### src/design/sdmacPkg.sv
/*
 * Shared types and constants of the SCSI-to-memory DMA path
 *  - fifoWord_t   one data word, as a longword or as hi/lo halves
 *  - fifoEntry_t  FIFO entry with valid byte count and flush marker
 *  - busCycle_t   bus outputs of one 68030-style transfer
 *  - DSACK encodings, address steps, bytes per word
 */
`default_nettype none

package sdmacPkg;

    localparam int unsigned BytesPerWord = 4;

    // DSACK pair as {DSACK1_, DSACK0_}, both active low
    localparam logic [1:0] DsackNone = 2'b11;
    localparam logic [1:0] Dsack16   = 2'b01;

    // Address advance per longword and offset of the low half
    localparam logic [31:0] AddrStepLong = 32'd4;
    localparam logic [31:0] AddrStepHalf = 32'd2;

    typedef struct packed {
        logic [15:0] hiWord;
        logic [15:0] loWord;
    } halfWords_t;

    // Producer fills longWord, a 16-bit port is served from the halves
    typedef union packed {
        logic [31:0] longWord;
        halfWords_t  halves;
    } fifoWord_t;

    // validBytes runs 0 to 4, lastWord closes a flush
    typedef struct packed {
        fifoWord_t  data;
        logic [2:0] validBytes;
        logic       lastWord;
    } fifoEntry_t;

    // A half transfer carries its 16 bits on the high half of data
    typedef struct packed {
        logic [31:0] addr;
        fifoWord_t   data;
        logic        size16;
        logic        addrStrobe;
        logic        dataStrobe;
    } busCycle_t;

endpackage

`default_nettype wire

### src/design/scsiByteCollector.sv
/*
 * SCSI byte collector
 * Packs strobed SCSI bytes big-endian into longwords and pushes
 * them into the DMA FIFO. A rising flush pushes the partial word,
 * zero padded and marked as the last word.
 */
`timescale 1ns/1ps
`default_nettype none

module scsiByteCollector (
    input  wire                       BCLK,
    input  wire                       CCRESET_,
    input  wire [7:0]                 scsiByte,
    input  wire                       scsiStrobe,
    input  wire                       flushFifo,
    input  wire                       fifoFull,
    output logic                      scsiReady,
    output sdmacPkg::fifoEntry_t      pushEntry,
    output logic                      push
);

    logic [1:0]  byteOffset;
    logic [31:0] assembly;
    logic        flushDly;
    logic        boEq3;
    logic        flushRise;
    logic        wordDone;
    logic [2:0]  nextCount;
    logic [31:0] nextAssembly;
    logic [5:0]  padShift;

    // Byte offset 3 means the next strobe completes a longword
    assign boEq3     = (byteOffset == 2'd3);
    assign flushRise = flushFifo & ~flushDly;
    assign wordDone  = scsiStrobe & boEq3;

    // Include a byte strobed in the same cycle as the flush edge
    assign nextAssembly = scsiStrobe ? {assembly[23:0], scsiByte} : assembly;
    assign nextCount    = {1'b0, byteOffset} + {2'b00, scsiStrobe};

    // Moves pending bytes to the top, missing low bytes become zero
    assign padShift = {3'(sdmacPkg::BytesPerWord) - nextCount, 3'b000};

    assign scsiReady = ~fifoFull;

    always_ff @(posedge BCLK or negedge CCRESET_) begin
        if (!CCRESET_) begin
            byteOffset <= 2'd0;
            flushDly   <= 1'b0;
            push       <= 1'b0;
        end else begin
            flushDly <= flushFifo;
            push     <= flushRise | wordDone;
            if (flushRise) begin
                byteOffset <= 2'd0;
            end else if (scsiStrobe) begin
                // Wraps from 3 back to 0 on a full word
                byteOffset <= byteOffset + 2'd1;
            end
        end
    end

    always_ff @(posedge BCLK) begin
        assembly <= nextAssembly;
        if (flushRise) begin
            pushEntry.data.longWord <= nextAssembly << padShift;
            pushEntry.validBytes    <= nextCount;
            pushEntry.lastWord      <= 1'b1;
        end else if (wordDone) begin
            pushEntry.data.longWord <= nextAssembly;
            pushEntry.validBytes    <= 3'(sdmacPkg::BytesPerWord);
            pushEntry.lastWord      <= 1'b0;
        end
    end

endmodule

`default_nettype wire

### src/design/dmaFifo.sv
/*
 * DMA FIFO
 * Circular buffer of FIFO entries with read and write pointers,
 * an occupancy count and registered full and empty levels.
 * Head entry is read combinationally at the read pointer.
 */
`timescale 1ns/1ps
`default_nettype none

module dmaFifo #(
    parameter int unsigned FifoDepth = 8
) (
    input  wire                       BCLK,
    input  wire                       CCRESET_,
    input  wire sdmacPkg::fifoEntry_t pushEntry,
    input  wire                       push,
    input  wire                       pop,
    output sdmacPkg::fifoEntry_t      headEntry,
    output logic                      fifoFull,
    output logic                      fifoEmpty
);

    localparam int unsigned PtrWidth = $clog2(FifoDepth);

    sdmacPkg::fifoEntry_t mem [FifoDepth];

    logic [PtrWidth-1:0] wrPtr;
    logic [PtrWidth-1:0] rdPtr;
    logic [PtrWidth:0]   count;
    logic [PtrWidth:0]   nextCount;
    logic                doWrite;
    logic                doRead;

    assign doRead  = pop & ~fifoEmpty;
    // A full FIFO still takes a push when the head leaves in the same cycle
    assign doWrite = push & (~fifoFull | doRead);

    assign headEntry = mem[rdPtr];

    always_comb begin
        nextCount = count;
        case ({doWrite, doRead})
            2'b10:   nextCount = count + 1'b1;
            2'b01:   nextCount = count - 1'b1;
            default: nextCount = count;
        endcase
    end

    always_ff @(posedge BCLK or negedge CCRESET_) begin
        if (!CCRESET_) begin
            wrPtr     <= '0;
            rdPtr     <= '0;
            count     <= '0;
            fifoFull  <= 1'b0;
            fifoEmpty <= 1'b1;
        end else begin
            // Power of two depth, pointers wrap on their own
            if (doWrite) begin
                wrPtr <= wrPtr + 1'b1;
            end
            if (doRead) begin
                rdPtr <= rdPtr + 1'b1;
            end
            count     <= nextCount;
            fifoFull  <= (nextCount == (PtrWidth + 1)'(FifoDepth));
            fifoEmpty <= (nextCount == '0);
        end
    end

    always_ff @(posedge BCLK) begin
        if (doWrite) begin
            mem[wrPtr] <= pushEntry;
        end
    end

endmodule

`default_nettype wire

### src/design/cpuBusMaster.sv
/*
 * CPU bus master
 * Arbitrates for the 68030-style bus, writes FIFO entries to memory
 * and ends each cycle on DSACK. A 16-bit port gets the low half in a
 * second cycle at addr+2. Empty flush entries are popped without a
 * bus cycle, and popping a last word pulses stopFlush.
 */
`timescale 1ns/1ps
`default_nettype none

module cpuBusMaster (
    input  wire                       BCLK,
    input  wire                       CCRESET_,
    input  wire                       dmaEnable,
    input  wire [31:0]                startAddr,
    input  wire sdmacPkg::fifoEntry_t headEntry,
    input  wire                       fifoEmpty,
    input  wire                       busGrant,
    input  wire [1:0]                 dsack,
    output logic                      pop,
    output logic                      busRequest,
    output logic                      busGrantAck,
    output sdmacPkg::busCycle_t       busCycle,
    output logic                      stopFlush
);

    typedef enum logic [2:0] {
        StIdle,
        StRequest,
        StGrant,
        StStrobe,
        StHalfTwo,
        StRelease
    } state_t;

    state_t              state;
    logic [1:0]          dsackReg;
    logic                dmaEnableDly;
    logic                strobeOn;
    logic [31:0]         addrCount;
    logic [31:0]         cycleAddr;
    sdmacPkg::fifoWord_t cycleData;
    logic                cycleSize16;
    logic                headIsEmpty;
    logic                dsackSeen;
    logic                launchLong;
    logic                launchHalf;
    logic                entryDone;

    assign headIsEmpty = (headEntry.validBytes == 3'd0);
    assign dsackSeen   = (dsackReg != sdmacPkg::DsackNone);

    // A new cycle starts only once the slave has released DSACK
    assign launchLong = (state == StGrant) & ~dsackSeen;
    assign launchHalf = (state == StHalfTwo) & ~dsackSeen;

    // Entry finished on a 32-bit answer or at the end of the low half
    assign entryDone = (state == StStrobe) & dsackSeen
                     & ((dsackReg != sdmacPkg::Dsack16) | cycleSize16);

    always_comb begin
        busCycle.addr       = cycleAddr;
        busCycle.data       = cycleData;
        busCycle.size16     = cycleSize16;
        busCycle.addrStrobe = strobeOn;
        busCycle.dataStrobe = strobeOn;
    end

    always_ff @(posedge BCLK or negedge CCRESET_) begin
        if (!CCRESET_) begin
            state        <= StIdle;
            dsackReg     <= sdmacPkg::DsackNone;
            dmaEnableDly <= 1'b0;
            strobeOn     <= 1'b0;
            pop          <= 1'b0;
            busRequest   <= 1'b0;
            busGrantAck  <= 1'b0;
            stopFlush    <= 1'b0;
        end else begin
            // Asynchronous DSACK pair is registered once before use
            dsackReg     <= dsack;
            dmaEnableDly <= dmaEnable;
            pop          <= 1'b0;
            stopFlush    <= 1'b0;

            case (state)
                StIdle: begin
                    // Head and empty flag are stale while a pop is in flight
                    if (dmaEnable && !fifoEmpty && !pop) begin
                        if (headIsEmpty) begin
                            pop       <= 1'b1;
                            stopFlush <= headEntry.lastWord;
                        end else begin
                            busRequest <= 1'b1;
                            state      <= StRequest;
                        end
                    end
                end

                StRequest: begin
                    if (busGrant) begin
                        busRequest  <= 1'b0;
                        busGrantAck <= 1'b1;
                        state       <= StGrant;
                    end
                end

                StGrant: begin
                    if (launchLong) begin
                        strobeOn <= 1'b1;
                        state    <= StStrobe;
                    end
                end

                StStrobe: begin
                    if (dsackSeen) begin
                        strobeOn <= 1'b0;
                        if (entryDone) begin
                            pop       <= 1'b1;
                            stopFlush <= headEntry.lastWord;
                            state     <= StRelease;
                        end else begin
                            state <= StHalfTwo;
                        end
                    end
                end

                StHalfTwo: begin
                    if (launchHalf) begin
                        strobeOn <= 1'b1;
                        state    <= StStrobe;
                    end
                end

                StRelease: begin
                    // Bus is kept as long as entries remain
                    if (!pop) begin
                        if (fifoEmpty || !dmaEnable) begin
                            busGrantAck <= 1'b0;
                            state       <= StIdle;
                        end else if (headIsEmpty) begin
                            pop       <= 1'b1;
                            stopFlush <= headEntry.lastWord;
                        end else begin
                            state <= StGrant;
                        end
                    end
                end

                default: state <= StIdle;
            endcase
        end
    end

    always_ff @(posedge BCLK) begin
        if (dmaEnable && !dmaEnableDly) begin
            addrCount <= startAddr;
        end else if (entryDone) begin
            addrCount <= addrCount + sdmacPkg::AddrStepLong;
        end

        if (launchLong) begin
            cycleAddr          <= addrCount;
            cycleData.longWord <= headEntry.data.longWord;
            cycleSize16        <= 1'b0;
        end else if (launchHalf) begin
            // Low half goes out on the high data lines
            cycleAddr               <= addrCount + sdmacPkg::AddrStepHalf;
            cycleData.halves.hiWord <= headEntry.data.halves.loWord;
            cycleData.halves.loWord <= 16'h0000;
            cycleSize16             <= 1'b1;
        end
    end

endmodule

`default_nettype wire

### src/design/sdmacTop.sv
/*
 * SCSI DMA controller top level, SCSI to memory direction
 * Byte collector feeds the DMA FIFO, the bus master drains it
 */
`timescale 1ns/1ps
`default_nettype none

module sdmacTop #(
    parameter int unsigned FifoDepth = 8
) (
    input  wire                       BCLK,
    input  wire                       CCRESET_,
    input  wire [7:0]                 scsiByte,
    input  wire                       scsiStrobe,
    output wire                       scsiReady,
    input  wire                       flushFifo,
    input  wire                       dmaEnable,
    input  wire [31:0]                startAddr,
    output wire                       busRequest,
    input  wire                       busGrant,
    output wire                       busGrantAck,
    output wire sdmacPkg::busCycle_t  busCycle,
    input  wire [1:0]                 dsack,
    output wire                       stopFlush
);

    wire sdmacPkg::fifoEntry_t pushEntry;
    wire sdmacPkg::fifoEntry_t headEntry;
    wire                       push;
    wire                       pop;
    wire                       fifoFull;
    wire                       fifoEmpty;

    scsiByteCollector uCollector (
        .BCLK       (BCLK),
        .CCRESET_   (CCRESET_),
        .scsiByte   (scsiByte),
        .scsiStrobe (scsiStrobe),
        .flushFifo  (flushFifo),
        .fifoFull   (fifoFull),
        .scsiReady  (scsiReady),
        .pushEntry  (pushEntry),
        .push       (push)
    );

    dmaFifo #(
        .FifoDepth (FifoDepth)
    ) uFifo (
        .BCLK      (BCLK),
        .CCRESET_  (CCRESET_),
        .pushEntry (pushEntry),
        .push      (push),
        .pop       (pop),
        .headEntry (headEntry),
        .fifoFull  (fifoFull),
        .fifoEmpty (fifoEmpty)
    );

    cpuBusMaster uBusMaster (
        .BCLK        (BCLK),
        .CCRESET_    (CCRESET_),
        .dmaEnable   (dmaEnable),
        .startAddr   (startAddr),
        .headEntry   (headEntry),
        .fifoEmpty   (fifoEmpty),
        .busGrant    (busGrant),
        .dsack       (dsack),
        .pop         (pop),
        .busRequest  (busRequest),
        .busGrantAck (busGrantAck),
        .busCycle    (busCycle),
        .stopFlush   (stopFlush)
    );

endmodule

`default_nettype wire

### config.mk
export PLATFORM = sky130hd
export DESIGN_NAME = sdmacTop
export DESIGN_NICKNAME = d
export VERILOG_FILES = /design/src/design/sdmacPkg.sv /design/src/design/scsiByteCollector.sv /design/src/design/dmaFifo.sv /design/src/design/cpuBusMaster.sv /design/src/design/sdmacTop.sv
export SDC_FILE = /design/constraint.sdc
export NUM_CORES = 1
export LEC_CHECK = 0
export ABC_AREA = 1
export BUFFER_PORTS_ARGS = -buffer_cell sky130_fd_sc_hd__buf_2
export CAP_MARGIN = 0
export CORE_ASPECT_RATIO = 0.7
export CORE_MARGIN = 3
export CORE_UTILIZATION = 55
export DETAILED_ROUTE_END_ITERATION = 6
export GPL_ROUTABILITY_DRIVEN = 0
export HOLD_SLACK_MARGIN = 0.03
export PLACE_DENSITY_LB_ADDON = 0.1
export SLEW_MARGIN = 0
export SYNTH_ARGS = -nofsm -noshare
export SYNTH_HDL_FRONTEND = slang
export SYNTH_HIERARCHICAL = 1
export SYNTH_SLANG_ARGS = --single-unit
### constraint.sdc
create_clock -name BCLK -period 3 [get_ports BCLK]
set_clock_uncertainty 0.05 [all_clocks]
set_input_delay 0.3 -clock BCLK [delete_from_list [all_inputs] [get_ports BCLK]]
set_output_delay 0.3 -clock BCLK [all_outputs]
set_load 0.05 [all_outputs]
-- Yosys cells after proc, flatten, opt, wreduce, memory -nomap -nowiden
Memory sizes are Yosys's and may differ from the RTL's.
Cells that the tools add are included.
- add/subtract/negate cells: 9
- multipliers: 0
- divide/modulo/power cells: 0
- magnitude comparators: 0
- eq/ne operators: 20
- shifts and indexed selects: 1
- mux-type cells: 51
- bitwise logic cells: 15
- reductions and logical operators: 22
- operators by type and width (kind ; number):
    $mux W32 ; 7
    $mux W36 ; 2
    $add A32 B2 Y32 const B ; 1
    $add A32 B3 Y32 const B ; 1
    $shl A32 B6 Y32 ; 1
    $mux W3 ; 9
    $mux W1 ; 24
    $pmux W3 S6 ; 1
    $ne A2 B1 Y1 const B ; 6
    $reduce_and A4 Y1 ; 3
    $reduce_bool A2 Y1 ; 6
    $pmux W1 S3 ; 3
    $and A1 B1 Y1 ; 8
    $ne A2 B2 Y1 const B ; 4
    $pmux W4 S2 ; 1
    $reduce_and A8 Y1 ; 1
    $add A3 B1 Y3 const B ; 2
    $eq A3 B2 Y1 const B ; 2
    $eq A3 B3 Y1 const B ; 2
    $logic_not A3 Y1 ; 2
    $add A4 B1 Y4 const B ; 1
    $eq A2 B2 Y1 const B ; 2
    $eq A4 B4 Y1 const B ; 1
    $logic_not A1 Y1 ; 4
    other kinds (15) ; 24
- register bits: 192
- bits in latches: 0
- memory bits (writable): 288
- bits in read-only memories: 0
- bits of input ports: 48
- output and inout port bits: 71
- logic and storage cells: 143
- memories: 1
- memories (memory ; depth ; width ; read ports ; clocked after Yosys merged registers in ; write ports ; RTL line ; RTL):
    uFifo.mem ; 8 ; 36 ; 1 ; 0 ; 1 ; dmaFifo.sv:25 ; sdmacPkg::fifoEntry_t mem [FifoDepth];

-- Depth between registers and ports, before layout
- word-level depth: 7
- mapped depth: 16
- gate-level depth less buffers: 14

-- By module
The synthesis kept the hierarchy.
- by module, submodules not included (module ; instances ; cells each ; area each (um2) ; sequential area each (um2)):
    dmaFifo ; 1 ; 935 ; 11837.6 ; 8949.8
    cpuBusMaster ; 1 ; 644 ; 5614.1 ; 3180.6
    scsiByteCollector ; 1 ; 402 ; 3236.9 ; 1811.7

-- Worst setup path before layout
Ideal clock, no wire load.
- kind: flip-flop to flip-flop
- start: register uBusMaster.pop
- end: memory uFifo/mem[0][0] in the netlist's numbering, enable pin
- setup time: 429 ps
- data arrival time: 2552 ps
- required time: 2521 ps
- path slack: -32 ps
- cell stages (with the launch flop): 6
- path buffers: 0
- clock period less this slack: 3032 ps
- cells stage by stage: dfrtp_1 > inv_1 > o21ai_2 > nand2_1 > or2_2 > nor2_1
- word-level cells in the longest chain between the ends: 5
- ends and longest elaborated chain (what ; RTL line ; RTL):
    from (decl) ; cpuBusMaster.sv:20 ; output logic pop,
    from (signal assigned) ; cpuBusMaster.sv:75 ; pop <= 1'b0;
    from (signal assigned) ; cpuBusMaster.sv:83 ; pop <= 1'b0;
    from (signal assigned) ; cpuBusMaster.sv:91 ; pop <= 1'b1;
    $and A1 B1 Y1 ; dmaFifo.sv:34 ; assign doRead = pop & ~fifoEmpty;
    $or A1 B1 Y1 ; dmaFifo.sv:36 ; assign doWrite = push & (~fifoFull | doRead);
    $and A1 B1 Y1 ; dmaFifo.sv:36 ;
    $mux W1 ; dmaFifo.sv:71 ; if (doWrite) begin
    $mux W1 (implied by the code) ; dmaFifo.sv:72 ; mem[wrPtr] <= pushEntry;
    to (decl) ; dmaFifo.sv:25 ;
No other way between the ends.

==> summary.md <==
| Metric | Value |
|---|---|
| Post-Synth XOR/XNOR Area | 1.02% |
| Final hold violation count | 0 |
| Post-Layout Cell Count | 2656 |
| Number of global-route vias before repair | between 10000 and 15000 |
| Post-synthesis mux area share | 0% |
| Setup crit start kind | flop |
| Yosys top cell by area | edfxtp_1 |
| Largest net degree at the start of global routing | 74 |
| DR vias | 15000 |
| Simple-Gate Fraction of Synth Area | between 10% and 20% |
| PD cells | 881 nW/µm² |
| Hold Path Class | in2reg |
| DRT Pass-1 Iters | 6 |
| GR Overflow Total | 0 |
| Max Root-Sink Buffers | 3 |
| Adder-cell share of the synthesized area | less than 1% |
| H-tree lvl count | 2 |
| DR vias/cell | around 5.6 |
| Hold Startpoint | startAddr[6] |
| CP max stage delay | ~630 ps |
| Drt initial violations | 1435 |
| Min Clock Period, post-route | 2420 ps |
| Yosys reg bits | 480 |
| Final Worst Setup Slack | just under 600 ps |
| Synth cell types | 38 |
| Initial antenna violation count | 0 |
| Post-CTS setup repair buffer count | 0 |
| Most frequent CP cell | nand2_1 |
| Outcome | finished, final reports clean |
| Area fraction of the dominant cell type after synthesis | between 60% and 70% |
| Post-DP HPWL | between 30 and 40 mm |
| CP Class | reg2reg |
| RSZ-0062 raised after global routing | no |
| CTS Buf Count | 45 |
| Placed Cells | approximately 2500 |
| Die Wd | roughly 240 µm |
| Yosys warning count | 6 |
| Layout area overhead | 15.2% |
| Largest family of logic cells by synthesized area | simple AND/OR/NAND/NOR gates |
| Required time worst endpoint | roughly 3400 ps |
| Post-Route WL | 51.1 mm |
| Gr usage total | ~25% |
| Highest net fanout along the worst path | 40 |
| Post-synth EDFFs | 419 |
| Port Buffer Count | 118 |
| Root Driver | clkbuf_16 |
| Mapped Nets | just over 2000 |
| Placeable Area | 36500 µm² |
| Worst skew pair latency | roughly 560 ps |
| Crit-path slowest cell | dfrtp_4 |
| WHS | between 50 and 60 ps |
| Compound-cell area share of the yosys netlist | roughly 7.3% |
| CTS tree | yes |
| Slew margin rel. | roughly half |
| CP endpoint kind | flop |
| Mapped Cells | between 1500 and 2000 |
| Hold Path End | uBusMaster/addrCount[6] |
| Period utilization | 80.6% |
| Reg2reg start | uFifo/rdPtr[0] |
| Initial core utilization | roughly 57% |
| R2r worst-path depth | 14 |
| Die Ht | around 170 µm |
| Max cap viols | 0 |
| Fmax | between 0.4 and 0.5 GHz |
| Reg2reg setup slack | between 500 and 600 ps |
| Ratio of cells with drive above 1 in the final layout | between 10% and 20% |
| DRC Markers | 0 |
| Max-slew violations | 0 |
| Worst-path clk slew | 60 ps |
| Setup TNS | 0 ps |
| Worst IR drop on VDD | just over 0.0006 V |
| Final setup vio count | 0 |
| Antenna-violating nets left | 0 |
| Synth top area cells | edfxtp_1 61%, nand2_1 10%, nor2_1 5.2% |
| Nets | around 2200 |
| IO Count | between 100 and 150 |
| Ys async rst share | under 10% |
| Sequential share of the synthesized area | about 67% |
| Critical path, cell by cell | inv_4 -> nor2_1 -> o21ai_0 -> a21oi_1 -> a31oi_1 -> nor2_1 -> nand2_1 -> inv_1 -> nand3_1 -> nand2_1 -> nor2_1 -> nand2_1 -> nand2_1 -> nand2_1 |
| Placement Setup Slack | roughly 600 ps |
| Avg Cell Area, Syn | 10.4 µm² |
| Arrival @ worst endpoint | 2810 ps |
| Cell depth of the worst min-delay path | 3 |
| Ys flop type | edfxtp_1 |
| # clock sinks | 480 |
| Number of diodes | 0 |
| Die footprint | about 40000 µm² |
| First-pass GRT wire length | approximately 79 mm |
| Overall power | roughly 21 mW |
| Leak pwr | approximately 9.4 nW |
| WL/cell | 19.2 µm |
| Row count | 58 |
| Worst reg2reg endpoint | uBusMaster/state[0] |
| Synthesized area | ~21000 µm² |
| Worst Tran Pin Value | about 730 ps |
-- logic make-up (layout without fill, tap and decap cells) --
| group | Yosys count | count (layout) |
|---|---|---|
| adder cells (fa/ha/maj) | 10 | 10 |
| flip-flops | 480 | 480 |
| XOR/XNOR | 24 | 24 |
| AND/OR/NAND/NOR | 995 | 995 |
| AO/OA/AOI/OAI | 288 | 288 |
| buffers and inverters | 184 | 379 |
-- registers in the layout, summed over array words and instances (netlist names) --
| signal | flops |
|---|---|
| uBusMaster/stopFlush | 1 |
| uFifo/mem | 288 |
| uFifo/wrPtr | 3 |
| uFifo/count | 4 |
| uFifo/fifoFull | 1 |
| uBusMaster/strobeOn | 1 |
| uBusMaster/busRequest | 1 |
| uBusMaster/state | 3 |
| uBusMaster/cycleAddr | 32 |
| uBusMaster/cycleData | 32 |
| uCollector/byteOffset | 2 |
| uCollector/push | 1 |
| uBusMaster/busGrantAck | 1 |
| uBusMaster/dsackReg | 2 |
| uCollector/flushDly | 1 |
| uBusMaster/cycleSize16 | 1 |
| uBusMaster/addrCount | 32 |
| uFifo/rdPtr | 3 |
| uFifo/fifoEmpty | 1 |
| uBusMaster/dmaEnableDly | 1 |
| uCollector/assembly | 32 |
| uBusMaster/pop | 1 |
| uCollector/pushEntry | 36 |
-- worst max path at each step --
| stage | start | end | slack (ps) | cells past startpoint |
|---|---|---|---|---|
| floorplan | uBusMaster/pop | uFifo/mem[0][0] | -30 | 5 |
| global placement | uFifo/rdPtr[0] | uBusMaster/state[0] | 620 | 14 |
| detailed placement | uFifo/rdPtr[0] | uBusMaster/state[0] | 610 | 14 |
| CTS | uFifo/rdPtr[0] | uBusMaster/state[0] | 600 | 14 |
| global route | uFifo/rdPtr[0] | uBusMaster/state[0] | 320 | 14 |
| finish | uFifo/rdPtr[0] | uBusMaster/state[0] | 580 | 14 |
-- cell usage in the layout, fill, tap and decap left out, types with 10 or more instances in the layout --
cell           count
nor2_4            18
clkbuf_1          10
nand3_1          101
edfxtp_1         419
o21ai_1           45
buf_12            11
a31oi_1           39
a21oi_1           40
clkbuf_16         47
buf_2            118
nand2_1          556
xor2_1            15
nor2_2            15
o21ai_0          158
nand2_2           12
dfrtp_1           22
dfxtp_1           34
nor2_1           278
buf_4             25
ha_1              10
dlygate4sd3_1     43
inv_1             89
inv_2             10
-- power breakdown --
group / leakage (nW) / internal, mW / switching [mW] / total [mW]
Combinational: 4.18 / 1.84 / 4.43 / 6.27
Clock: 0.731 / 3.40 / 2.39 / 5.79
Sequential: 4.46 / 8.37 / 0.565 / 8.93
Total: 9.37 / 13.6 / 7.39 / 21.0
-- timing repair --
item | 4_1_cts | 5_1_grt
hold buffers | 43 | 0
gates resized for setup | 0 | 0
endpoints found under the hold margin | 67 | 0
-- cell usage after synthesis, drive strengths merged, types with 2 or more instances --
library cell    n
nand4           5
nand2         569
buf            56
ha             10
or2             2
nand3         104
a21oi          40
dfrtp          24
xor2           15
edfxtp        419
clkbuf         28
dfxtp          34
inv           100
xnor2           9
o21ai         204
a31oi          40
dfstp           3
nor2          312
-- worst max-delay path, delay by kind of cell, from the launching register on --
family	cells	cell delay, ps
AOI/OAI and AO/OA	3	430
DFF	1	630
and+or+nand+nor	9	750
buffers and inverters	2	440
-- layer usage --
metal  wire (µm)  vias to the layer above  GRT usage, %
met5           0                        -             0
met4         980                        0          6.77
met3        4240                       74          4.39
met2       22700                      662          38.5
met1       23200                     7185          38.4
li1            -                     7052             -
-- cell type report --
cell class	count	area, µm²
Tap cell	480	601
Fill cell	2840	12700
Clock inverter	24	267
Multi-Input combinational cell	1317	5980
Inverter	100	378
Clock buffer	58	1230
Sequential cell	480	13900
Timing Repair Buffer	197	1430
-- per-stage QoR --
step | util, % | area [µm²]
floorplan | - | 20700
global placement | 60.0 | 21900
detailed placement | 60.0 | 21900
CTS | 65.3 | 23800
global route | 65.3 | 23800
finish | 65.3 | 23800
No activity file was read; power rests on OpenSTA's default activity.
